### src/common/ramio_params.svh
//--------------------------------------------------------------------------
// build-time constants for the RAM and I/O bridge
// port addresses, RAM size and UART bit period, included where needed
//--------------------------------------------------------------------------
`ifndef RAMIO_PARAMS_SVH
`define RAMIO_PARAMS_SVH

// memory-mapped I/O ports, one 32-bit word each
// led port, active low nibble
`define RAMIO_ADDR_LED 32'hffff_fffc
// transmit port, reads back the byte in flight
`define RAMIO_ADDR_UART_OUT 32'hffff_fff8
// receive port, cleared by a read
`define RAMIO_ADDR_UART_IN 32'hffff_fff4

// log2 of RAM depth in 32-bit words
`define RAMIO_RAM_DEPTH_LOG2 8

// clocks per UART bit, kept small so a frame is short in simulation
`define RAMIO_CLKS_PER_BIT 8

// idle transmitter / empty receiver read value
`define RAMIO_IDLE_WORD 32'hffff_ffff

`endif

### src/common/ramio_pkg.sv
//--------------------------------------------------------------------------
// shared types of the RAM and I/O bridge
// referenced by scoped name from every module and the request interface
//--------------------------------------------------------------------------
package ramio_pkg;

  // client byte address
  typedef logic [31:0] addr_t;
  // client and RAM data word
  typedef logic [31:0] data_t;
  // one enable per byte lane
  typedef logic [3:0] byte_en_t;
  // byte lane within a word
  typedef logic [1:0] lane_t;
  // bit 2 sign extend, low bits 01 byte, 10 half word, 11 word
  typedef logic [2:0] read_type_t;
  // same size code as the read type, zero is no write
  typedef logic [1:0] write_type_t;
  // led nibble, 0 lights the led
  typedef logic [3:0] led_t;
  typedef logic [7:0] uart_byte_t;

  // decoded I/O port of a request
  typedef enum logic [1:0] {
    io_none,
    io_led,
    io_uart_out,
    io_uart_in
  } io_port_e;

  // serializer FSM
  typedef enum logic [1:0] {
    tx_idle,
    tx_start,
    tx_data,
    tx_stop
  } tx_state_e;

  // deserializer FSM
  typedef enum logic [1:0] {
    rx_idle,
    rx_start,
    rx_data,
    rx_stop
  } rx_state_e;

endpackage

### src/common/bus_req_if.sv
//--------------------------------------------------------------------------
// decoded client request, driven by the decoder and seen by the RAM
// and the I/O register block side by side
//--------------------------------------------------------------------------
`timescale 1ns/100ps

interface bus_req_if;

  // aligned RAM access
  logic                 ram_sel;
  ramio_pkg::io_port_e  io_port;
  logic                 rd;
  logic                 wr;
  // byte address shifted down to a word index
  ramio_pkg::addr_t     word_addr;
  ramio_pkg::byte_en_t  byte_en;
  // write data already moved to its lane
  ramio_pkg::data_t     wdata;

  modport decoder (output ram_sel, io_port, rd, wr, word_addr, byte_en, wdata);
  modport ram (input ram_sel, rd, wr, word_addr, byte_en, wdata);
  modport io (input io_port, rd, wr, wdata);

endinterface

### src/hw/access_decode.sv
//--------------------------------------------------------------------------
// request decoder, splits each client access into RAM, I/O or ignored
// builds byte enables and lane-shifted write data for the RAM
//--------------------------------------------------------------------------
`timescale 1ns/100ps
`include "ramio_params.svh"

module access_decode (
  input  logic                   enable,
  input  ramio_pkg::addr_t       address,
  input  ramio_pkg::read_type_t  read_type,
  input  ramio_pkg::write_type_t write_type,
  input  ramio_pkg::data_t       data_in,
  bus_req_if.decoder             req,
  output logic                   io_hit,
  output logic                   misaligned,
  output ramio_pkg::lane_t       lane
);

  logic                access;
  logic [1:0]          size;
  ramio_pkg::io_port_e port;

  always_comb begin
    lane = address[1:0];
    req.rd = enable && (read_type[1:0] != 2'b00);
    req.wr = enable && (write_type != 2'b00);
    access = req.rd || req.wr;
    // a request never reads and writes at once, so one size code applies
    size = req.rd ? read_type[1:0] : write_type;

    // exact match on the three port words
    case (address)
      `RAMIO_ADDR_LED:      port = ramio_pkg::io_led;
      `RAMIO_ADDR_UART_OUT: port = ramio_pkg::io_uart_out;
      `RAMIO_ADDR_UART_IN:  port = ramio_pkg::io_uart_in;
      default:              port = ramio_pkg::io_none;
    endcase
    io_hit = access && (port != ramio_pkg::io_none);
    req.io_port = io_hit ? port : ramio_pkg::io_none;

    // half word needs an even lane, word needs lane 0
    misaligned = access && !io_hit &&
                 ((size == 2'b10 && lane[0]) || (size == 2'b11 && lane != 2'b00));
    req.ram_sel = access && !io_hit && !misaligned;

    // byte enables follow size and lane
    case (size)
      2'b01:   req.byte_en = 4'b0001 << lane;
      2'b10:   req.byte_en = 4'b0011 << lane;
      2'b11:   req.byte_en = 4'b1111;
      default: req.byte_en = 4'b0000;
    endcase
    req.wdata = data_in << {lane, 3'b000};
    req.word_addr = {2'b00, address[31:2]};
  end

  // RAM and I/O selects are exclusive for every address
  always_comb begin
    assert (!(req.ram_sel && req.io_port != ramio_pkg::io_none))
      else $error("RAM and I/O port selected together");
  end

endmodule

### src/flat_wrapper.sv
// flat-port wrapper written by rule: the top's interface ports become plain ports
module access_decode_flat 
  (enable, address, read_type, write_type, data_in, io_hit, misaligned, lane, req_ram_sel, req_io_port, req_rd, req_wr, req_word_addr, req_byte_en, req_wdata);
  bus_req_if req_i ();
  input  logic enable;
  input  ramio_pkg::addr_t address;
  input  ramio_pkg::read_type_t read_type;
  input  ramio_pkg::write_type_t write_type;
  input  ramio_pkg::data_t data_in;
  output logic io_hit;
  output logic misaligned;
  output ramio_pkg::lane_t lane;
  output wire logic [$bits(req_i.ram_sel)-1:0] req_ram_sel;
  output wire logic [$bits(req_i.io_port)-1:0] req_io_port;
  output wire logic [$bits(req_i.rd)-1:0] req_rd;
  output wire logic [$bits(req_i.wr)-1:0] req_wr;
  output wire logic [$bits(req_i.word_addr)-1:0] req_word_addr;
  output wire logic [$bits(req_i.byte_en)-1:0] req_byte_en;
  output wire logic [$bits(req_i.wdata)-1:0] req_wdata;
  assign req_ram_sel = req_i.ram_sel;
  assign req_io_port = req_i.io_port;
  assign req_rd = req_i.rd;
  assign req_wr = req_i.wr;
  assign req_word_addr = req_i.word_addr;
  assign req_byte_en = req_i.byte_en;
  assign req_wdata = req_i.wdata;
  access_decode u_core (.enable(enable), .address(address), .read_type(read_type), .write_type(write_type), .data_in(data_in), .req(req_i), .io_hit(io_hit), .misaligned(misaligned), .lane(lane));
endmodule
### config.mk
export PLATFORM = sky130hd
export DESIGN_NAME = access_decode_flat
export DESIGN_NICKNAME = d
export VERILOG_FILES = /design/src/common/ramio_pkg.sv /design/src/common/bus_req_if.sv /design/src/hw/access_decode.sv /design/src/flat_wrapper.sv
export VERILOG_INCLUDE_DIRS = /design/src /design/src/common
export SDC_FILE = /design/constraint.sdc
export NUM_CORES = 1
export LEC_CHECK = 0
export BUFFER_PORTS_ARGS = -buffer_cell sky130_fd_sc_hd__buf_2
export CORE_MARGIN = 8
export CORE_UTILIZATION = 35
export DETAILED_ROUTE_END_ITERATION = 8
export PLACE_DENSITY = 0.95
export SLEW_MARGIN = 20
export SYNTH_ARGS = -nofsm -noshare
export SYNTH_HDL_FRONTEND = slang
export SYNTH_SLANG_ARGS = --single-unit
export TNS_END_PERCENT = 10
### constraint.sdc
create_clock -name vclk -period 2.8
set_input_delay 0.56 -clock vclk [all_inputs]
set_output_delay 0.56 -clock vclk [all_outputs]
set_load 0.02 [all_outputs]
==> results of run 1 <==
-- cell usage in the layout (no fill, tap or decap) --
cell type	n
inv_1	4
o41ai_2	1
nand2_1	14
o21ai_0	8
ha_1	3
a211oi_1	8
nor2b_1	9
mux2i_1	16
nor2_1	20
nand4_1	7
buf_4	5
nor3_1	4
o21bai_1	1
conb_1	2
o21ai_1	1
nor4_1	1
a21oi_1	12
and2_1	9
nor3b_1	1
xnor2_1	1
o21a_1	2
and4_1	1
buf_2	144
-- worst min-delay path by stage --
stage	slack (ns)	to	start	cells past startpoint
2_1_floorplan	1.23	lane[0]	address[0]	1
3_3_place_gp	1.35	req_word_addr[22]	address[24]	2
3_5_place_dp	1.35	req_word_addr[22]	address[24]	2
4_1_cts	1.35	req_word_addr[22]	address[24]	2
5_1_grt	1.36	req_word_addr[19]	address[21]	2
6_report	1.35	req_word_addr[22]	address[24]	2
-- through the flow --
stage	hold slack (ns)	worst slack (ns)
2_1_floorplan	1.23	0.369
3_3_place_gp	1.35	0.200
3_5_place_dp	1.35	0.186
4_1_cts	1.35	0.180
5_1_grt	1.36	0.0986
6_report	1.35	0.276
-- worst max-delay path, cell delays in order --
cell and delay [ns]:
buf_2 0.12, o21ai_1 0.21, nand2_1 0.07, and2_1 0.18, ha_1 0.23, a21oi_1 0.18, nor2_1 0.06, nor2_1 0.08
o21a_1 0.11, buf_2 0.16
-- final cells by class --
| type | count | area (um^2) | share of cell area (%) |
|---|---|---|---|
| timing repair buffer | 149 | 758 | 48.6 |
| multi-input combinational | 121 | 744 | 47.8 |
| inverter | 4 | 15.0 | 0.963 |
| tap | 33 | 41.3 | 2.65 |
-- routing by layer --
layer  global-route usage (%)  vias up
met5                        0        -
met4                        0        0
met3                     7.06        0
met2                     31.5       96
met1                     16.1      665
li1                         -      757
-- timing repair --
action | in CTS | in global routing
endpoints found under the hold margin | 0 | 0
endpoints found under the setup margin | 0 | 1
resized for setup | 0 | 1
-- logic make-up (layout without fill, tap and decap cells) --
group | count (synthesis) | count (layout) | synth area share [%]
AND/OR/NAND/NOR | 66 | 66 | 30.8
buffers and inverters | 48 | 153 | 30.2
AO/OA/AOI/OAI | 33 | 33 | 19.2
multiplexers | 16 | 16 | 15.1
adder cells (fa/ha/maj) | 3 | 3 | 3.54
other | 1 | 2 | 0.353
XOR/XNOR | 1 | 1 | 0.826
-- power breakdown --
group	total, mW	internal [mW]	switching (mW)
clock network	0	0	0
registers	0	0	0
logic	0.333	0.128	0.205
==> qor.txt, run 1 <==
Placer Congestion: 0.868
mapped cell area: 1060 um^2
met2 wire len: 2150 um
Yosys top cell by area: buf_4
Crit. Startpoint: read_type[0]
ranking of synthesized cells by area: buf_4, mux2i_1, nor2_1, a21oi_1, a211oi_1
Post-CTS Setup Bufs: 0
largest net degree at the start of global routing: 37
design area: 1560 um^2
detailed placer's ending HPWL: 3860 um
Mapped Cells: 168
CP arrival: 1.96 ns
DR vias: 1518
Final #Nets: 349
top-count cell post-synth: buf_4
first-pass GRT wire length: 6970 um
setup TNS: 0 ns
Fin. Hold Viols: 0
initial drt markers: 23
min-delay worst type: in -> out
Final ANT Viol Nets: 0
met3 routed WL: 612 um
Core ar.: 2980 um^2
Setup CP Type: in -> out
vias in the first global route: 1488
CP Launch Type: primary input
Diodes inserted: 0
Slew Viols, Final: 0
Layout Utilization: 52.4%
CP Capture Point: req_ram_sel
DRT Wirelength: 4400 um
Setup violations, final: 0
layout cell share with drive strength beyond 1: 54.7%
DR vias/cell: 4.94
Metal-1 WL: 1630 um
dpl cells: 307
1st-pass router iterations: 4
PwrDens: 214 nW/um^2
Final Power: 0.333 mW
Ys Warns: 0
Setup crit end kind: primary output
grt total ovfl: 0
Die Ht: 71.1 um
num ports: 147
initial antenna violation count: 0
Peak VDD IR: 0.0000990 V
seq_cells: 0
Synth cell types: 23
gr usage total: 16.2%
max frequency: 0.396 GHz
RSZ-0062 raised after global routing: no
synth cell count leaders: buf_4, nor2_1, mux2i_1
period utilisation layout: 90.1%
# rows: 20
PortBufs: 144
CTS hold repair buffers: 0
Die Area: 5050 um^2
sequential area share after synthesis: 0%
layout overhead on the synthesized area: 46.9%
chip width: 71.1 um
CP Max Fanout: 3
Starting Density: 35.6%
outcome: complete, no violations
Tmin final: 2.52 ns
DRC Markers: 0
Lkg Pwr: 0.942 nW
FF+latch area: 0 um^2
max-capacitance violation count: 0
Yosys top cell area share: 25.5%
dpl cell area: 1560 um^2
max layer used: met3
CLK BUF: 0
syn avg cell area: 6.32 um^2
WL/cell: 14.3 um
Filler Cells Inserted: 299
Non-Filler Instances: 307
WP data required: 2.24 ns
No activity file was read; power rests on OpenSTA's default activity.
==> inputs of run 2 (changes only) <==
CORE_MARGIN = not set   (was 8)
==> qor.txt, run 2 (synthesized netlist as in run 1, its figures left out) <==
1st-pass router iterations: 6
max frequency: 0.390 GHz
hold wc startpoint: address[27]
crit path max-delay cell type: ha_1
max-capacitance violation count: 0
Slew Viols, Final: 0
Post-CTS Setup Bufs: 0
CP Max Fanout: 3
outcome: finished, violations left
# rows: 19
Die Area: 3260 um^2
final worst setup slack: 0.234 ns
Worst path max stage delay: 0.34 ns
Diodes inserted: 0
WP data required: 2.24 ns
initial drt markers: 70
grt total ovfl: 0
Cells on Worst Hold Path: 2
post_cts resized: 0
chip width: 57.1 um
Top delay family on crit path: simple AND/OR/NAND/NOR gates
violations in the final reports: design-rule violations
PwrDens: 213 nW/um^2
Die Ht: 57.1 um
DR vias: 1494
largest net degree at the start of global routing: 36
Starting Density: 37.8%
gr usage total: 20.2%
P_sw: 0.203 mW
crit-path cells: buf_2, o21ai_1, nand2_1, and2_1, ha_1, nor3_1, nor2_1, nor2_1, buf_2
FF+latch area: 0 um^2
clock share of power: 0%
seq_cells: 0
CP Launch Type: primary input
switching part of the total: 61.5%
most common library cell in the layout ignoring fill and taps: buf_2
Hold Path End: req_word_addr[25]
detailed placer's ending HPWL: 2950 um
commonest non-fill, non-tap cells in the layout: buf_2, nor2_1, mux2i_1
Peak VDD IR: 0.000142 V
layout overhead on the synthesized area: 46.0%
Logic pwr share: 100.0%
CLK BUF: 0
Core ar.: 2810 um^2
crit path buf inv count: 2
vias in the first global route: 1299
num ports: 147
period utilisation layout: 91.6%
Filler Cells Inserted: 284
PortBufs: 144
initial antenna violation count: 0
layout cell share with drive strength beyond 1: 54.6%
DRC Markers: 20
WL/cell: 11.3 um
CTS hold repair buffers: 0
Final #Nets: 348
setup TNS: 0 ns
DR vias/cell: 4.91
Slew @ Worst Pin: 0.508 ns
CP arrival: 2.01 ns
Placer Congestion: 0.741
Flop pwr share: 0%
max_slew headroom: 65.7%
P_int: 0.127 mW
Tmin final: 2.57 ns
Final ANT Viol Nets: 0
first-pass GRT wire length: 5520 um
Fin. Hold Viols: 0
min-delay worst type: in -> out
DRT Wirelength: 3450 um
Setup crit end kind: primary output
Setup CP Type: in -> out
Place WS: 0.144 ns
Lkg Pwr: 0.937 nW
RSZ-0062 raised after global routing: no
Setup violations, final: 0
-- run 2: changes by cell type in the layout (fill, tap and decap cells not counted), sizes merged --
cell  change
buf       -1
-- run 2: cell type report --
class,instances,area [um^2],share of cell area [%]
Multi-Input combinational cell,121,744,48.1
Tap cell,31,38.8,2.50
Timing Repair Buffer,148,751,48.5
Inverter,4,15.0,0.969
-- run 2: stage by stage --
step | total power, mW | area, um^2 | hold slack [ns] | util, % | cells
2_1_floorplan | 0.228 | 1060 | 1.23 | - | 169
5_1_grt | 0.359 | 1550 | 1.36 | 55.2 | 304
3_5_place_dp | 0.329 | 1550 | 1.35 | 55.2 | 304
6_report | 0.330 | 1550 | 1.35 | 55.2 | 304
4_1_cts | 0.331 | 1550 | 1.35 | 55.2 | 304
3_3_place_gp | 0.325 | 1550 | 1.35 | 55.2 | 304
-- run 2: per-layer routing --
layer / track usage, % / wire (um) / vias up
met5: 0 / 0 / -
met4: 0.697 / 11 / 0
met3: 1.13 / 323 / 2
met2: 38.8 / 1760 / 85
met1: 25.8 / 1350 / 650
li1: - / - / 757
-- run 2: worst max-delay path by stage --
stage | to | slack, ns | depth (start not counted) | start
finish | req_byte_en[1] | 0.23 | 9 | read_type[0]
global route | req_ram_sel | 0.08 | 10 | read_type[0]
detailed placement | req_byte_en[1] | 0.14 | 9 | read_type[0]
floorplan | req_byte_en[1] | 0.37 | 7 | read_type[0]
CTS | req_byte_en[1] | 0.14 | 9 | read_type[0]
global placement | req_byte_en[1] | 0.23 | 9 | read_type[0]
-- run 2: power by group through the flow --
stage / clock network [mW] / logic, mW / registers (mW)
after floorplan: 0 / 0.228 / 0
after global placement: 0 / 0.325 / 0
after detailed placement: 0 / 0.329 / 0
after CTS: 0 / 0.331 / 0
after global routing: 0 / 0.359 / 0
final: 0 / 0.330 / 0
