`src/common/ramio_params.svh`:
```
//--------------------------------------------------------------------------
// build-time constants for the RAM and I/O bridge
// port addresses, RAM size and UART bit period, included where needed
//--------------------------------------------------------------------------
`ifndef RAMIO_PARAMS_SVH
`define RAMIO_PARAMS_SVH

// memory-mapped I/O ports, one 32-bit word each
// led port, active low nibble
`define RAMIO_ADDR_LED 32'hffff_fffc
// transmit port, reads back the byte in flight
`define RAMIO_ADDR_UART_OUT 32'hffff_fff8
// receive port, cleared by a read
`define RAMIO_ADDR_UART_IN 32'hffff_fff4

// log2 of RAM depth in 32-bit words
`define RAMIO_RAM_DEPTH_LOG2 8

// clocks per UART bit, kept small so a frame is short in simulation
`define RAMIO_CLKS_PER_BIT 8

// idle transmitter / empty receiver read value
`define RAMIO_IDLE_WORD 32'hffff_ffff

`endif

```
`src/common/ramio_pkg.sv`:
```
//--------------------------------------------------------------------------
// shared types of the RAM and I/O bridge
// referenced by scoped name from every module and the request interface
//--------------------------------------------------------------------------
package ramio_pkg;

  // client byte address
  typedef logic [31:0] addr_t;
  // client and RAM data word
  typedef logic [31:0] data_t;
  // one enable per byte lane
  typedef logic [3:0] byte_en_t;
  // byte lane within a word
  typedef logic [1:0] lane_t;
  // bit 2 sign extend, low bits 01 byte, 10 half word, 11 word
  typedef logic [2:0] read_type_t;
  // same size code as the read type, zero is no write
  typedef logic [1:0] write_type_t;
  // led nibble, 0 lights the led
  typedef logic [3:0] led_t;
  typedef logic [7:0] uart_byte_t;

  // decoded I/O port of a request
  typedef enum logic [1:0] {
    io_none,
    io_led,
    io_uart_out,
    io_uart_in
  } io_port_e;

  // serializer FSM
  typedef enum logic [1:0] {
    tx_idle,
    tx_start,
    tx_data,
    tx_stop
  } tx_state_e;

  // deserializer FSM
  typedef enum logic [1:0] {
    rx_idle,
    rx_start,
    rx_data,
    rx_stop
  } rx_state_e;

endpackage

```
`src/hw/read_combiner.sv`:
```
//--------------------------------------------------------------------------
// read path and client handshake
// merges RAM and I/O read data, aligns and extends the lane,
// and holds one wait cycle for every RAM read
//--------------------------------------------------------------------------
`timescale 1ns/100ps

module read_combiner (
  input  logic                  clk,
  input  logic                  rst_n,
  input  logic                  enable,
  input  ramio_pkg::read_type_t read_type,
  input  logic                  ram_sel,
  input  logic                  io_hit,
  input  logic                  misaligned,
  input  ramio_pkg::lane_t      lane,
  input  ramio_pkg::data_t      ram_rdata,
  input  ramio_pkg::data_t      io_rdata,
  output ramio_pkg::data_t      data_out,
  output logic                  busy,
  output logic                  data_out_ready
);

  logic             is_read;
  logic             pending;
  ramio_pkg::data_t lane_data;

  assign is_read = read_type[1:0] != 2'b00;
  // first cycle of a RAM read waits for the registered word
  assign busy = ram_sel && is_read && !pending;
  assign data_out_ready = enable && !busy;

  always_ff @(posedge clk) begin
    if (!rst_n) begin
      pending <= 1'b0;
    end else if (data_out_ready) begin
      pending <= 1'b0;
    end else if (busy) begin
      pending <= 1'b1;
    end
  end

  always_comb begin
    // addressed lane moved down to bit 0
    lane_data = ram_rdata >> {lane, 3'b000};
    data_out = '0;
    if (!is_read || misaligned) begin
      data_out = '0;
    end else if (io_hit) begin
      data_out = io_rdata;
    end else if (ram_sel) begin
      case (read_type[1:0])
        2'b01: data_out = {{24{read_type[2] & lane_data[7]}}, lane_data[7:0]};
        2'b10: data_out = {{16{read_type[2] & lane_data[15]}}, lane_data[15:0]};
        default: data_out = ram_rdata;
      endcase
    end
  end

  // the client holds its request through the wait cycle of a RAM read
  assert property (@(posedge clk) disable iff (!rst_n) pending |-> enable)
    else $error("enable dropped during a RAM read wait");

endmodule

```
`config.mk`:
```
export PLATFORM = sky130hd
export DESIGN_NAME = read_combiner
export DESIGN_NICKNAME = d
export VERILOG_FILES = /design/src/common/ramio_params.svh /design/src/common/ramio_pkg.sv /design/src/hw/read_combiner.sv
export SDC_FILE = /design/constraint.sdc
export NUM_CORES = 1
export LEC_CHECK = 0
export ABC_CLOCK_PERIOD_IN_PS = 1500
export BUFFER_PORTS_ARGS = -buffer_cell sky130_fd_sc_hd__clkbuf_2
export CORE_MARGIN = 2
export CORE_UTILIZATION = 35
export DETAILED_ROUTE_END_ITERATION = 8
export PLACE_DENSITY = 0.78
export SKIP_CTS_REPAIR_TIMING = 1
export SLEW_MARGIN = 30
export SYNTH_ARGS = -nofsm -noshare
export SYNTH_HDL_FRONTEND = slang
export SYNTH_SLANG_ARGS = --single-unit
```
`constraint.sdc`:
```
create_clock -name clk -period 1.5 [get_ports clk]
set_clock_uncertainty 0.05 [all_clocks]
set_input_delay 0.225 -clock clk [delete_from_list [all_inputs] [get_ports clk]]
set_output_delay 0.225 -clock clk [all_outputs]
set_load 0.02 [all_outputs]
```
==> results of run 1 <==
[worst max-delay path: cells and delay by family]
| kind | cells | cell delay, ns |
|---|---|---|
| adders and majority gates | 1 | 0.20 |
| and+or+nand+nor | 2 | 0.43 |
| AOI/OAI and AO/OA | 2 | 0.26 |
| buffers and inverters | 4 | 0.46 |
[metal layers]
| layer | vias to the layer above | track usage (%) | share of wire [%] |
|---|---|---|---|
| li1 | 1010 | - | - |
| met1 | 1089 | 31.3 | 37 |
| met2 | 150 | 46.2 | 52 |
| met3 | 43 | 2.46 | 7.4 |
| met4 | 0 | 4.26 | 4.5 |
| met5 | - | 0 | 0 |
[area by class of cell]
cell class | instances | area (sq um) | area share (%)
Tap cell | 46 | 57.6 | 1.84
Timing Repair Buffer | 149 | 1200 | 38.2
Inverter | 4 | 25.0 | 0.799
Multi-Input combinational cell | 168 | 1830 | 58.5
Sequential cell | 1 | 20.0 | 0.639
[path summary, 6_finish.rpt]
| path | from | endpoint | cells after the start |
|---|---|---|---|
| min | rst_n | pending | 2 |
| max reg2reg | pending | pending | 2 |
| max | read_type[1] | data_out[11] | 9 |
| min reg2reg | pending | pending | 2 |
[where the power goes]
group / switching [mW] / internal, mW
Combinational: 0.569 / 0.505
Clock: 0 / 0
Sequential: 0.00204 / 0.0291
Total: 0.571 / 0.534
[kinds of logic after synthesis]
| logic type | after synthesis |
|---|---|
| buffers and inverters | 24 |
| AND/OR/NAND/NOR | 67 |
| flip-flops | 1 |
| AO/OA/AOI/OAI | 89 |
| multiplexers | 9 |
| adder cells (fa/ha/maj) | 3 |
[cells in the final DEF, fill, tap and decap left out, drive strengths merged]
cell type and instances:
nand3 2, nor3b 24, a21oi 31, inv 4, mux4 1, a32oi 8, nand2 16, dfxtp 1
and3 2, o21ai 17, o22ai 23, mux2i 8, a211o 7, nor2 4, o21a 1, buf 74
ha 3, nand3b 8, clkbuf 75, nor2b 9, or2 1, nand2b 1, a22oi 2
[through the flow]
step	utilization (%)	total power [mW]	setup slack, ns	hold slack [ns]
4_1_cts	76.0	0.859	-0.380	0.385
3_3_place_gp	76.0	0.841	-0.347	0.380
2_1_floorplan	-	0.573	-0.155	0.293
6_report	91.7	1.11	-0.366	0.394
5_1_grt	91.7	1.14	-0.410	0.400
3_5_place_dp	76.0	0.856	-0.378	0.384
==> flow_summary.ini, run 1 <==
[status]
status = complete, but fails checks
violations = setup timing

[logic_synthesis]
synth.most_common_cell = nor3b_1
synth_edf_count = 0
synth_adder_area_share_pct = 2.96
synth-xor-area-share_pct = 0
syn_nets = 271
yosys-top-cells-count = 24 x nor3b_1, 23 x a21oi_1, 23 x o22ai_1
synth_top_area_cell = nor3b_1
avgSynthCellArea_sq_um = 6.56
synthTopCellsByArea = nor3b_1 14%, o22ai_1 11%, a21oi_1 9.1%, mux2i_1 6.3%, a21oi_2 5.5%
synth_warnings = 0
ys_async_sr_fraction_pct = 0
seq_area_frac_synth_pct = 1.58
post_synth_and_or_nand_nor_area_fraction_pct = 32.5
synth_seq_cells = 1
synth_cell_type_count = 30
synth_top_cell_area_share_pct = 14.2
synthMuxAreaShare_pct = 8.10
synthCells = 193
syn_area_sq_um = 1270
synth_top_family_by_area = compound AO/OA/AOI/OAI gates
synthFlopType = dfxtp_1
synth-compound-area-share_pct = 45.9

[finish]
top_register = pending
drive_gt1_share_pct = 77.6
fin_nets = 402
stdcell_count = 368
largest_register_ff_count = 1
area_growth_pct = 147
top_regs = pending: 1 flops
fillCellCount = 119
num_antenna_cells = 0
final_area_sq_um = 3130

[worst_setup_path]
start_kind = input pin
crit_type = input pin to output pin
path_cells = buf_8, inv_6, ha_4, nand2b_4, buf_12, nor3b_4, a21oi_2, o22ai_4, buf_6
max_stage_delay_ns = 0.23
crit_fanout = 7
rrSetupSlack_ns = 0.59
endpoint_kind = output pin
cp_data_required_time_ns = 1.22
crit_arrival_ns = 1.59
cp_slowest_cell = nor3b_4

[run]
max_cap_violations = 0

[global_route]
grt_pass1_vias = 1878
grt_start_max_net_pins = 29
grt_use_total_pct = 24.9
grt_pass1_wl_microns = 8560
antenna_found_initial = 0
overflow = 0

[sta]
post-route-min-period_ns = 1.87
finalHoldViolations = 0
maxSlewViolCount = 0
maxSlewHeadroom_pct = 76.1
fmax_mhz = 536
fin_tns_setup_ns = -9.70
finalWorstSetupSlack_ns = -0.366
setup_viol_count_final = 32
fin_crit_sh_pct = 124
rsz0062_at_grt = yes
tightest_slew_ns = 0.355

[die]
num_io_pins = 109
initial_core_util_pct = 37.1
die_y_microns = 64.1
dieWidth_microns = 64.1
rows = 21
die_area_sq_um = 4110
core-area_sq_um = 3420

[clock_network]
worstSkewPairLatency_ns = 0
path_clk_slew_ns = 0

[route]
drt_wl_total_microns = 8170
ant_nets = 0
first_pass_iters = 4
drcViolationCount = 0
vias = 2292
routedWlPerCell_microns = 22.2
viasPerCell = 6.23
first_iter_violations = 175

[placed_design]
dp.cells = 363
io_buffers = 108
gp_congestion = 0.889
dp.final_hpwl_microns = 4580
place_area_sq_um = 2590

[power]
ir_worst_vdd_v = 0.000361
p_leak_nw = 1.26
power_density_nw_per_um2 = 353

[worst_hold_path]
min_path_type = input pin to flop
Power figures use the tool's default switching activity.
==> run 2: changes to the inputs <==
--- a/config.mk
+++ b/config.mk
@@ -5,10 +5,11 @@
 export SDC_FILE = /design/constraint.sdc
 export NUM_CORES = 1
 export LEC_CHECK = 0
+export ABC_AREA = 1
 export ABC_CLOCK_PERIOD_IN_PS = 1500
 export BUFFER_PORTS_ARGS = -buffer_cell sky130_fd_sc_hd__clkbuf_2
 export CORE_MARGIN = 2
-export CORE_UTILIZATION = 35
+export CORE_UTILIZATION = 38
 export DETAILED_ROUTE_END_ITERATION = 8
 export PLACE_DENSITY = 0.78
 export SKIP_CTS_REPAIR_TIMING = 1
==> run 2 against run 1 <==
Effect of this change: the run still ends with setup timing left; cell count grew 31%; via count is 7.5% higher; global-route usage shrank 1.9 points; worst setup slack better by 0.17 ns; register-to-register slack improved by 0.02 ns.
==> flow_summary.ini, run 2 <==
[logic_synthesis]
synthFlopType = dfxtp_1
synthCells = 308
synth_edf_count = 0
seq_area_frac_synth_pct = 1.31
synthTopCellsByArea = nand2_1 31%, a21oi_1 17%, inv_1 7.9%, a21oi_2 5.8%, o21ai_0 5.6%
synth_warnings = 0
syn_nets = 386
synth_cell_type_count = 23
synth_adder_area_share_pct = 2.47
yosys-top-cells-count = 126 x nand2_1, 52 x a21oi_1, 32 x inv_1
synth_top_area_cell = nand2_1
syn_area_sq_um = 1520
synth-xor-area-share_pct = 0
avgSynthCellArea_sq_um = 4.94
synth_top_cell_area_share_pct = 31.1
synth_top_family_by_area = simple AND/OR/NAND/NOR gates
post_synth_and_or_nand_nor_area_fraction_pct = 46.5
synthMuxAreaShare_pct = 0
synth-compound-area-share_pct = 32.4
synth_seq_cells = 1
synth.most_common_cell = nand2_1
ys_async_sr_fraction_pct = 0

[global_route]
antenna_found_initial = 0
grt_start_max_net_pins = 33
overflow = 0
grt_use_total_pct = 23.0
grt_pass1_vias = 1940
grt_pass1_wl_microns = 8520

[placed_design]
place_area_sq_um = 2640
dp.final_hpwl_microns = 4630
gp_congestion = 0.889
io_buffers = 108

[sta]
maxSlewViolCount = 0
setup_viol_count_final = 32
post-route-min-period_ns = 1.69
finalWorstSetupSlack_ns = -0.191
finalHoldViolations = 0
fin_crit_sh_pct = 113
tightest_slew_ns = 0.302
maxSlewHeadroom_pct = 79.9
fmax_mhz = 591
rsz0062_at_grt = yes

[run]
max_cap_violations = 0

[finish]
largest_register_ff_count = 1
final_cell_mix = 93 x nand2_1, 72 x clkbuf_2, 42 x nand2_2, 34 x buf_4, 32 x a21oi_4
final_area_sq_um = 3130
seqCellArea_sq_um = 20.0
top_register = pending
drive_gt1_share_pct = 59.0
num_antenna_cells = 0
final_common_cell = nand2_1
area_growth_pct = 106
top_regs = pending: 1 flops
multi_input_comb_area_sq_um = 1800
fillCellCount = 298
fin_nets = 512

[worst_setup_path]
crit_fanout = 4
cp_data_required_time_ns = 1.22
crit_arrival_ns = 1.42
start_kind = input pin
crit_type = input pin to output pin
endpoint_kind = output pin

[die]
rows = 23
initial_core_util_pct = 38.9
die_y_microns = 67.3
core-area_sq_um = 3910
dieWidth_microns = 67.3
die_area_sq_um = 4530
num_io_pins = 109

[route]
viasPerCell = 5.11
ant_nets = 0
routedWlPerCell_microns = 13.8
drcViolationCount = 0
drt_wl_total_microns = 6630
first_iter_violations = 176
vias = 2464
first_pass_iters = 4

[status]
status = complete, but fails checks
violations = setup timing

[power]
intPower_mw = 0.492
p_switching_mw = 0.608
p_seq_share_pct = 2.8
power_density_nw_per_um2 = 351
ir_worst_vdd_v = 0.000207
combPwrFrac_pct = 97.2
swShare_pct = 55.3
p_leak_nw = 1.50
p_clk_share_pct = 0
total_power_mw = 1.10

[clock_network]
worstSkewPairLatency_ns = 0
path_clk_slew_ns = 0

[worst_hold_path]
min_path_type = input pin to flop
run 2: cell types whose count changed after synthesis, sizes merged, moves of 9 or more:
cell,before,now
nand2,16,140
a21oi,31,62
inv,4,35
nor3b,24,0
o22ai,23,0
nand3,2,14
nor2b,9,0
run 2: logic make-up (layout without fill, tap and decap cells):
family / after synthesis / in the layout
buffers and inverters: 57 / 180
and+or+nand+nor: 160 / 161
adders and majority gates: 3 / 3
DFF: 1 / 1
AOI/OAI and AO/OA: 87 / 87
run 2: stage by stage:
| stage | hold slack [ns] | std cells | setup WS (ns) | utilization (%) | setup TNS, ns |
|---|---|---|---|---|---|
| global route | 0.449 | 482 | -0.279 | 80.0 | -6.59 |
| detailed placement | 0.409 | 476 | -0.315 | 67.6 | -7.92 |
| finish | 0.407 | 482 | -0.191 | 80.0 | -4.99 |
| CTS | 0.409 | 476 | -0.336 | 67.6 | -8.40 |
| floorplan | 0.311 | 308 | -0.0189 | - | -0.0189 |
| global placement | 0.402 | 476 | -0.317 | 67.6 | -8.61 |
run 2: final timing paths:
kind,from,to,slack (ns),depth (start not counted)
worst max-delay path,read_type[0],data_out[9],-0.19,13
worst min-delay path,rst_n,pending,0.41,3
worst max register to register,pending,pending,0.61,5
worst min register to register,pending,pending,0.49,2
run 2: power by group through the flow:
stage	sequential (mW)	combinational [mW]	clock, mW
3_3_place_gp	0.0298	0.841	0
2_1_floorplan	0.0297	0.593	0
4_1_cts	0.0300	0.854	0
6_report	0.0304	1.07	0
5_1_grt	0.0307	1.14	0
3_5_place_dp	0.0300	0.850	0
run 2: critical path: stages:
cell,delay [ns]
buf_6,0.09
buf_6,0.09
ha_4,0.12
nand2_2,0.05
inv_2,0.06
nand3_4,0.08
nand2_8,0.09
clkinv_8,0.08
buf_6,0.13
nand2_1,0.07
nand2_2,0.07
a21oi_4,0.12
buf_6,0.12
run 2: cell type report:
| type | count | share of cell area [%] |
|---|---|---|
| inverters | 35 | 5.16 |
| repair buffers | 145 | 34.8 |
| flip-flops and latches | 1 | 0.639 |
| well taps | 50 | 2.00 |
| multi-input cells | 251 | 57.4 |
run 2: routing by layer:
metal / vias to the layer above / GRT usage (%) / routed length [microns]
li1: 1238 / - / -
met4: 0 / 0.510 / 74
met2: 103 / 41.8 / 3470
met3: 8 / 0.500 / 409
met5: - / 0 / 0
met1: 1115 / 31.8 / 2680
