### config.mk
export PLATFORM = sky130hd
export DESIGN_NAME = io_regs_flat
export DESIGN_NICKNAME = d
export VERILOG_FILES = /design/src/common/ramio_pkg.sv /design/src/common/bus_req_if.sv /design/src/io/uart_tx.sv /design/src/io/uart_rx.sv /design/src/io/io_regs.sv /design/src/flat_wrapper.sv
export VERILOG_INCLUDE_DIRS = /design/src /design/src/common
export SDC_FILE = /design/constraint.sdc
export NUM_CORES = 1
export LEC_CHECK = 0
export BUFFER_PORTS_ARGS = -buffer_cell sky130_fd_sc_hd__buf_2
export CORE_AREA = 2 2 73 92
export CTS_BUF_LIST = sky130_fd_sc_hd__clkbuf_8
export DETAILED_ROUTE_END_ITERATION = 10
export DIE_AREA = 0 0 75 94
export PLACE_DENSITY = 0.73
export SLEW_MARGIN = 20
export SYNTH_ARGS = -nofsm -noshare
export SYNTH_HDL_FRONTEND = slang
export SYNTH_SLANG_ARGS = --single-unit
### constraint.sdc
create_clock -name clk -period 1.91 [get_ports clk]
set_input_delay 0.191 -clock clk [delete_from_list [all_inputs] [get_ports clk]]
set_output_delay 0.191 -clock clk [all_outputs]
set_load 0.01 [all_outputs]
### src/common/ramio_params.svh
//--------------------------------------------------------------------------
// build-time constants for the RAM and I/O bridge
// port addresses, RAM size and UART bit period, included where needed
//--------------------------------------------------------------------------
`ifndef RAMIO_PARAMS_SVH
`define RAMIO_PARAMS_SVH

// memory-mapped I/O ports, one 32-bit word each
// led port, active low nibble
`define RAMIO_ADDR_LED 32'hffff_fffc
// transmit port, reads back the byte in flight
`define RAMIO_ADDR_UART_OUT 32'hffff_fff8
// receive port, cleared by a read
`define RAMIO_ADDR_UART_IN 32'hffff_fff4

// log2 of RAM depth in 32-bit words
`define RAMIO_RAM_DEPTH_LOG2 8

// clocks per UART bit, kept small so a frame is short in simulation
`define RAMIO_CLKS_PER_BIT 8

// idle transmitter / empty receiver read value
`define RAMIO_IDLE_WORD 32'hffff_ffff

`endif

### src/common/ramio_pkg.sv
//--------------------------------------------------------------------------
// shared types of the RAM and I/O bridge
// referenced by scoped name from every module and the request interface
//--------------------------------------------------------------------------
package ramio_pkg;

  // client byte address
  typedef logic [31:0] addr_t;
  // client and RAM data word
  typedef logic [31:0] data_t;
  // one enable per byte lane
  typedef logic [3:0] byte_en_t;
  // byte lane within a word
  typedef logic [1:0] lane_t;
  // bit 2 sign extend, low bits 01 byte, 10 half word, 11 word
  typedef logic [2:0] read_type_t;
  // same size code as the read type, zero is no write
  typedef logic [1:0] write_type_t;
  // led nibble, 0 lights the led
  typedef logic [3:0] led_t;
  typedef logic [7:0] uart_byte_t;

  // decoded I/O port of a request
  typedef enum logic [1:0] {
    io_none,
    io_led,
    io_uart_out,
    io_uart_in
  } io_port_e;

  // serializer FSM
  typedef enum logic [1:0] {
    tx_idle,
    tx_start,
    tx_data,
    tx_stop
  } tx_state_e;

  // deserializer FSM
  typedef enum logic [1:0] {
    rx_idle,
    rx_start,
    rx_data,
    rx_stop
  } rx_state_e;

endpackage

### src/common/bus_req_if.sv
//--------------------------------------------------------------------------
// decoded client request, driven by the decoder and seen by the RAM
// and the I/O register block side by side
//--------------------------------------------------------------------------
`timescale 1ns/100ps

interface bus_req_if;

  // aligned RAM access
  logic                 ram_sel;
  ramio_pkg::io_port_e  io_port;
  logic                 rd;
  logic                 wr;
  // byte address shifted down to a word index
  ramio_pkg::addr_t     word_addr;
  ramio_pkg::byte_en_t  byte_en;
  // write data already moved to its lane
  ramio_pkg::data_t     wdata;

  modport decoder (output ram_sel, io_port, rd, wr, word_addr, byte_en, wdata);
  modport ram (input ram_sel, rd, wr, word_addr, byte_en, wdata);
  modport io (input io_port, rd, wr, wdata);

endinterface

### src/io/uart_tx.sv
//--------------------------------------------------------------------------
// 8N1 UART serializer
// a rising tx_go starts a frame, tx_busy stays high to the stop bit's end
//--------------------------------------------------------------------------
`timescale 1ns/100ps
`include "ramio_params.svh"

module uart_tx (
  input  logic                  clk,
  input  logic                  rst_n,
  input  logic                  tx_go,
  input  ramio_pkg::uart_byte_t tx_data,
  output logic                  tx_busy,
  output logic                  txd
);

  localparam int cnt_w = $clog2(`RAMIO_CLKS_PER_BIT);
  localparam logic [cnt_w-1:0] baud_last = cnt_w'(`RAMIO_CLKS_PER_BIT - 1);

  ramio_pkg::tx_state_e  state;
  logic [cnt_w-1:0]      baud_cnt;
  logic [2:0]            bit_cnt;
  ramio_pkg::uart_byte_t shift;
  // go seen last cycle, only an edge starts a frame
  logic                  go_q;

  assign tx_busy = state != ramio_pkg::tx_idle;

  always_comb begin
    case (state)
      ramio_pkg::tx_start: txd = 1'b0;
      ramio_pkg::tx_data:  txd = shift[0];
      default:             txd = 1'b1;
    endcase
  end

  always_ff @(posedge clk) begin
    if (!rst_n) begin
      state <= ramio_pkg::tx_idle;
      baud_cnt <= '0;
      bit_cnt <= '0;
      go_q <= 1'b0;
    end else begin
      go_q <= tx_go;
      baud_cnt <= (state == ramio_pkg::tx_idle || baud_cnt == baud_last) ? '0 : baud_cnt + 1'b1;
      case (state)
        ramio_pkg::tx_idle: begin
          if (tx_go && !go_q) begin
            shift <= tx_data;
            state <= ramio_pkg::tx_start;
          end
        end
        ramio_pkg::tx_start: begin
          bit_cnt <= '0;
          if (baud_cnt == baud_last) state <= ramio_pkg::tx_data;
        end
        ramio_pkg::tx_data: begin
          // lsb first
          if (baud_cnt == baud_last) begin
            shift <= shift >> 1;
            bit_cnt <= bit_cnt + 1'b1;
            if (bit_cnt == 3'd7) state <= ramio_pkg::tx_stop;
          end
        end
        default: begin
          if (baud_cnt == baud_last) state <= ramio_pkg::tx_idle;
        end
      endcase
    end
  end

endmodule

### src/io/uart_rx.sv
//--------------------------------------------------------------------------
// 8N1 UART deserializer, bits sampled at their middle
// rx_valid holds with the byte until the consumer pulses rx_ack
//--------------------------------------------------------------------------
`timescale 1ns/100ps
`include "ramio_params.svh"

module uart_rx (
  input  logic                  clk,
  input  logic                  rst_n,
  input  logic                  rxd,
  input  logic                  rx_ack,
  output logic                  rx_valid,
  output ramio_pkg::uart_byte_t rx_byte
);

  localparam int cnt_w = $clog2(`RAMIO_CLKS_PER_BIT);
  localparam logic [cnt_w-1:0] baud_last = cnt_w'(`RAMIO_CLKS_PER_BIT - 1);
  localparam logic [cnt_w-1:0] baud_half = cnt_w'(`RAMIO_CLKS_PER_BIT / 2 - 1);

  ramio_pkg::rx_state_e  state;
  logic [1:0]            rxd_sync;
  logic [cnt_w-1:0]      baud_cnt;
  logic [2:0]            bit_cnt;
  ramio_pkg::uart_byte_t shift;

  always_ff @(posedge clk) begin
    if (!rst_n) begin
      // line idles high
      rxd_sync <= 2'b11;
      state <= ramio_pkg::rx_idle;
      baud_cnt <= '0;
      bit_cnt <= '0;
      rx_valid <= 1'b0;
    end else begin
      rxd_sync <= {rxd_sync[0], rxd};
      baud_cnt <= baud_cnt + 1'b1;
      if (rx_ack) rx_valid <= 1'b0;
      case (state)
        ramio_pkg::rx_idle: begin
          baud_cnt <= '0;
          if (!rxd_sync[1]) state <= ramio_pkg::rx_start;
        end
        ramio_pkg::rx_start: begin
          // recheck at half bit, later samples then fall mid-bit
          if (baud_cnt == baud_half) begin
            baud_cnt <= '0;
            bit_cnt <= '0;
            state <= rxd_sync[1] ? ramio_pkg::rx_idle : ramio_pkg::rx_data;
          end
        end
        ramio_pkg::rx_data: begin
          if (baud_cnt == baud_last) begin
            shift <= {rxd_sync[1], shift[7:1]};
            bit_cnt <= bit_cnt + 1'b1;
            if (bit_cnt == 3'd7) state <= ramio_pkg::rx_stop;
          end
        end
        default: begin
          // bad stop bit drops the frame, an unread byte is overwritten
          if (baud_cnt == baud_last) begin
            if (rxd_sync[1]) begin
              rx_byte <= shift;
              rx_valid <= 1'b1;
            end
            state <= ramio_pkg::rx_idle;
          end
        end
      endcase
    end
  end

endmodule

### src/io/io_regs.sv
//--------------------------------------------------------------------------
// memory-mapped I/O registers, leds and both UART ports
// writes and read side effects take place at the completing clock edge
//--------------------------------------------------------------------------
`timescale 1ns/100ps
`include "ramio_params.svh"

module io_regs (
  input  logic             clk,
  input  logic             rst_n,
  bus_req_if.io            req,
  output ramio_pkg::data_t io_rdata,
  output ramio_pkg::led_t  led,
  output logic             uart_tx,
  input  logic             uart_rx
);

  ramio_pkg::data_t      tx_word;
  ramio_pkg::data_t      rx_word;
  logic                  tx_go;
  logic                  tx_busy;
  logic                  tx_busy_q;
  logic                  rx_valid;
  logic                  rx_ack;
  ramio_pkg::uart_byte_t rx_byte;

  // led port reads zero
  always_comb begin
    case (req.io_port)
      ramio_pkg::io_uart_out: io_rdata = tx_word;
      ramio_pkg::io_uart_in:  io_rdata = rx_word;
      default:                io_rdata = '0;
    endcase
  end

  always_ff @(posedge clk) begin
    if (!rst_n) begin
      led <= 4'b1111;
      tx_word <= `RAMIO_IDLE_WORD;
      tx_go <= 1'b0;
      tx_busy_q <= 1'b0;
      rx_word <= `RAMIO_IDLE_WORD;
      rx_ack <= 1'b0;
    end else begin
      tx_busy_q <= tx_busy;
      if (req.wr && req.io_port == ramio_pkg::io_led) begin
        led <= req.wdata[3:0];
      end
      // end of frame, back to idle
      // a write landing in this same cycle is dropped
      if (tx_busy_q && !tx_busy) begin
        tx_go <= 1'b0;
        tx_word <= `RAMIO_IDLE_WORD;
      end else if (req.wr && req.io_port == ramio_pkg::io_uart_out) begin
        // overwrites a byte still in flight
        tx_word <= {24'h0, req.wdata[7:0]};
        tx_go <= 1'b1;
      end
      // read clears first, a byte arriving now still lands
      if (req.rd && req.io_port == ramio_pkg::io_uart_in) begin
        rx_word <= `RAMIO_IDLE_WORD;
      end
      rx_ack <= rx_valid && !rx_ack;
      if (rx_valid && !rx_ack) begin
        rx_word <= {24'h0, rx_byte};
      end
    end
  end

  uart_tx uart_tx_i (
    .clk, .rst_n, .tx_go, .tx_data(tx_word[7:0]), .tx_busy, .txd(uart_tx)
  );

  uart_rx uart_rx_i (
    .clk, .rst_n, .rxd(uart_rx), .rx_ack, .rx_valid, .rx_byte
  );

endmodule

### src/flat_wrapper.sv
// flat-port wrapper written by rule: the top's interface ports become plain ports
module io_regs_flat 
  (clk, rst_n, io_rdata, led, uart_tx, uart_rx, req_io_port, req_rd, req_wr, req_wdata);
  bus_req_if req_i ();
  input  logic clk;
  input  logic rst_n;
  output ramio_pkg::data_t io_rdata;
  output ramio_pkg::led_t led;
  output logic uart_tx;
  input  logic uart_rx;
  input wire logic [$bits(req_i.io_port)-1:0] req_io_port;
  input wire logic [$bits(req_i.rd)-1:0] req_rd;
  input wire logic [$bits(req_i.wr)-1:0] req_wr;
  input wire logic [$bits(req_i.wdata)-1:0] req_wdata;
  assign req_i.io_port = req_io_port;
  assign req_i.rd = req_rd;
  assign req_i.wr = req_wr;
  assign req_i.wdata = req_wdata;
  io_regs u_core (.clk(clk), .rst_n(rst_n), .req(req_i), .io_rdata(io_rdata), .led(led), .uart_tx(uart_tx), .uart_rx(uart_rx));
endmodule
==> run metrics <==
Final Skew 0.00991 ns; CTS buffer count 9; met1 usage in global routing about a fifth; Hold Vio Cnt, Final 0; Max rail drop VDD 0.694 mV; Clock Tree Root clkbuf_8; GRT Total Usage 16.0%; Max Fclk 0.582 GHz; unrepaired setup endpoints after global routing false; Max-Cap Viols 0; setup TNS 0 ns; dpl hpwl around 3.6 mm; Post-Syn Nets ~320; Ports 76; top cell family by delay on the critical path buffers and inverters; met3 usage 4.18%; WL/cell ~13 µm; area of the die just over 7000 µm²; Tmin final approximately 1.7 ns; Worst slew margin 63.4%; Worst setup EP type output pin; mapped cell area 2950 µm²; critical path data required time approximately 1.7 ns; Final Instance Area approximately 3300 µm²; crit-path max cell delay 0.33 ns; Period Utilization, post-route 89.9%; gr ovfl total 0; Initial Utilization 48.2%; critical-path cell list inv_1, ha_2, buf_4, nand2_1, o21ai_0, buf_2; drt pass-1 iters 4; Post-Synthesis Cells roughly 270; vias post-DR a little under 2000; Final Setup Violations 0; antenna violations before repair 0; IO Port Bufs around 50; kind of critical path flip-flop to output pin; num rows 32; WP buf/inv 3; CP arrival about 1.5 ns; Area after DPL 3130 µm²; final WL 5.05 mm; H-tree Lvls 3; # DRC 0; Tightest Hold Check Type input pin to flip-flop; Pwr Density roughly 1000 nW/µm²; CP Max Fanout 9; die width 75 µm; number of synthesized flops with an enable pin 24; critical path's slowest cell dfxtp_1; Startpoint Class flip-flop; final-report max-slew violation count 0; antenna-violating nets left 0; worst hold slack roughly 0.036 ns; worst setup margin 0.193 ns; Main synth FF type dfxtp_1; Leakage 1.37 nW; Yosys warning total 0; sequential fraction of the synthesis area 54.9%; Syn-to-layout area delta 12.8%; routability cong. 0.781; vias in the first global route 1832; die height ~94 µm; nets approximately 350; met2 Use GR roughly a quarter; pin count of the biggest net entering global routing 25; Worst-Margin Slew 0.549 ns; first-pass GRT wire length 8.22 mm; synthesized area per cell 11.1 µm²; Fillers between 500 and 600; layout cell share with drive strength beyond 1 29.1%; ant diodes 0; fin util between 50% and 60%; core area 6130 µm²; Yosys cell types 39; Yosys reg bits 69; status complete, no violations; Clk pin slew, worst setup/hold paths 0.07 ns; GR peak layer met2; worst-case clock buffer depth 2; clk_lat worst skew 0.34 ns; ys async rst share 0%; Post-Place Setup Slack 0.244 ns; CTS sink count 69; vias per cell around 5.0; Detailed Route Iter0 Violations 110; CTS tree done
cells in the final DEF, fill, tap and decap left out, types with 3 or more instances in the layout:
| master | count |
|---|---|
| buf_4 | 4 |
| nor2_1 | 11 |
| a21oi_1 | 5 |
| ha_1 | 12 |
| nand2b_1 | 3 |
| o21ai_0 | 4 |
| nand3_1 | 11 |
| edfxtp_1 | 24 |
| clkbuf_8 | 10 |
| dfxtp_1 | 45 |
| inv_1 | 9 |
| buf_2 | 51 |
| mux2i_1 | 16 |
| and2_1 | 3 |
| mux2_2 | 8 |
| nor2b_1 | 10 |
| nor3_1 | 3 |
| o22a_1 | 8 |
| nand2_1 | 34 |
cell families after synthesis:
| kind of cell | synth area share, % |
|---|---|
| and+or+nand+nor | 14.9 |
| adders and majority gates | 5.51 |
| buffers and inverters | 8.94 |
| AOI/OAI and AO/OA | 6.53 |
| DFF | 54.9 |
| muxes | 9.24 |
report_power, final:
part / total, mW / leakage [nW] / switching (mW) / internal, mW
combinational: 0.456 / 0.701 / 0.255 / 0.201
sequential: 1.64 / 0.574 / 0.0436 / 1.59
clock: 1.14 / 0.0986 / 0.521 / 0.623
total: 3.24 / 1.37 / 0.820 / 2.42
final cells by class:
cell class                      count  area (µm²)  area share (%)
Sequential cell                    69        1620            48.7
Multi-Input combinational cell    152        1090            32.7
Timing Repair Buffer               55         285            8.57
Clock buffer                       10         138            4.13
Tap cell                           85         106            3.19
Clock inverter                      6        53.8            1.62
Inverter                           10        37.5            1.13
flip-flops by register name, indices dropped and copies added (netlist names), 2 cells and up:
| signal | flops |
|---|---|
| u_core.uart_rx_i.rx_byte | 8 |
| u_core.uart_tx_i.shift | 8 |
| u_core.uart_rx_i.rxd_sync | 2 |
| u_core.uart_tx_i.bit_cnt | 3 |
| u_core.uart_tx_i.baud_cnt | 3 |
| u_core.led | 4 |
| u_core.uart_tx_i.state | 2 |
| u_core.uart_rx_i.baud_cnt | 3 |
| u_core.uart_rx_i.shift | 8 |
| u_core.uart_rx_i.bit_cnt | 3 |
| u_core.rx_word | 9 |
| u_core.tx_word | 9 |
| u_core.uart_rx_i.state | 2 |
timing repair:
item / CTS / global route
endpoints found under the hold margin: 0 / 0
hold buffers: 0 / 0
gates resized for setup: 0 / 2
setup endpoints to repair: 0 / 25
buffers inserted: 0 / 0
synth_stat cells (2+ instances only):
master    count  area [µm²]
o21ai_0       4        20.0
and2_1        3        18.8
buf_2         7        35.0
a21oi_1       5        25.0
a32oi_1       2        17.5
nand3_1      11        55.1
ha_1         13         163
clkbuf_1      3        11.3
edfxtp_1     24         721
nor2b_1      11        68.8
inv_2         2        7.51
o22a_1        8        70.1
nand4b_1      2        17.5
dfxtp_1      45         901
nand2_1      34         128
mux2i_1      16         160
nor2_1       11        41.3
o21a_1        2        15.0
inv_1         8        30.0
mux2_2        8        90.1
nand2b_1      3        18.8
nor3_1        3        15.0
buf_4        24         180
worst paths after layout:
| kind | slack (ns) | from | end | depth (start not counted) |
|---|---|---|---|---|
| worst max register to register | 0.23 | u_core.uart_tx_i.state[0] | u_core.uart_tx_i.shift[1] | 5 |
| worst min register to register | 0.41 | u_core.uart_rx_i.shift[0] | u_core.uart_rx_i.rx_byte[0] | 0 |
| worst max-delay path | 0.19 | u_core.uart_tx_i.state[0] | uart_tx | 6 |
| worst min-delay path | 0.04 | uart_rx | u_core.uart_rx_i.rxd_sync[0] | 2 |
per-layer routing:
metal | routed length [µm] | part of all wire [%] | vias to the layer above
li1 | - | - | 953
met1 | 2240 | 44 | 904
met2 | 2390 | 47 | 67
met3 | 294 | 5.8 | 9
met4 | 127 | 2.5 | 0
met5 | 0 | 0 | -
metrics by stage:
step / power (mW) / instances
2_1_floorplan: 2.03 / 265
5_1_grt: 3.39 / 387
3_5_place_dp: 2.13 / 371
4_1_cts: 3.27 / 387
6_report: 3.24 / 387
3_3_place_gp: 2.12 / 371
No activity file was read; power rests on OpenSTA's default activity.
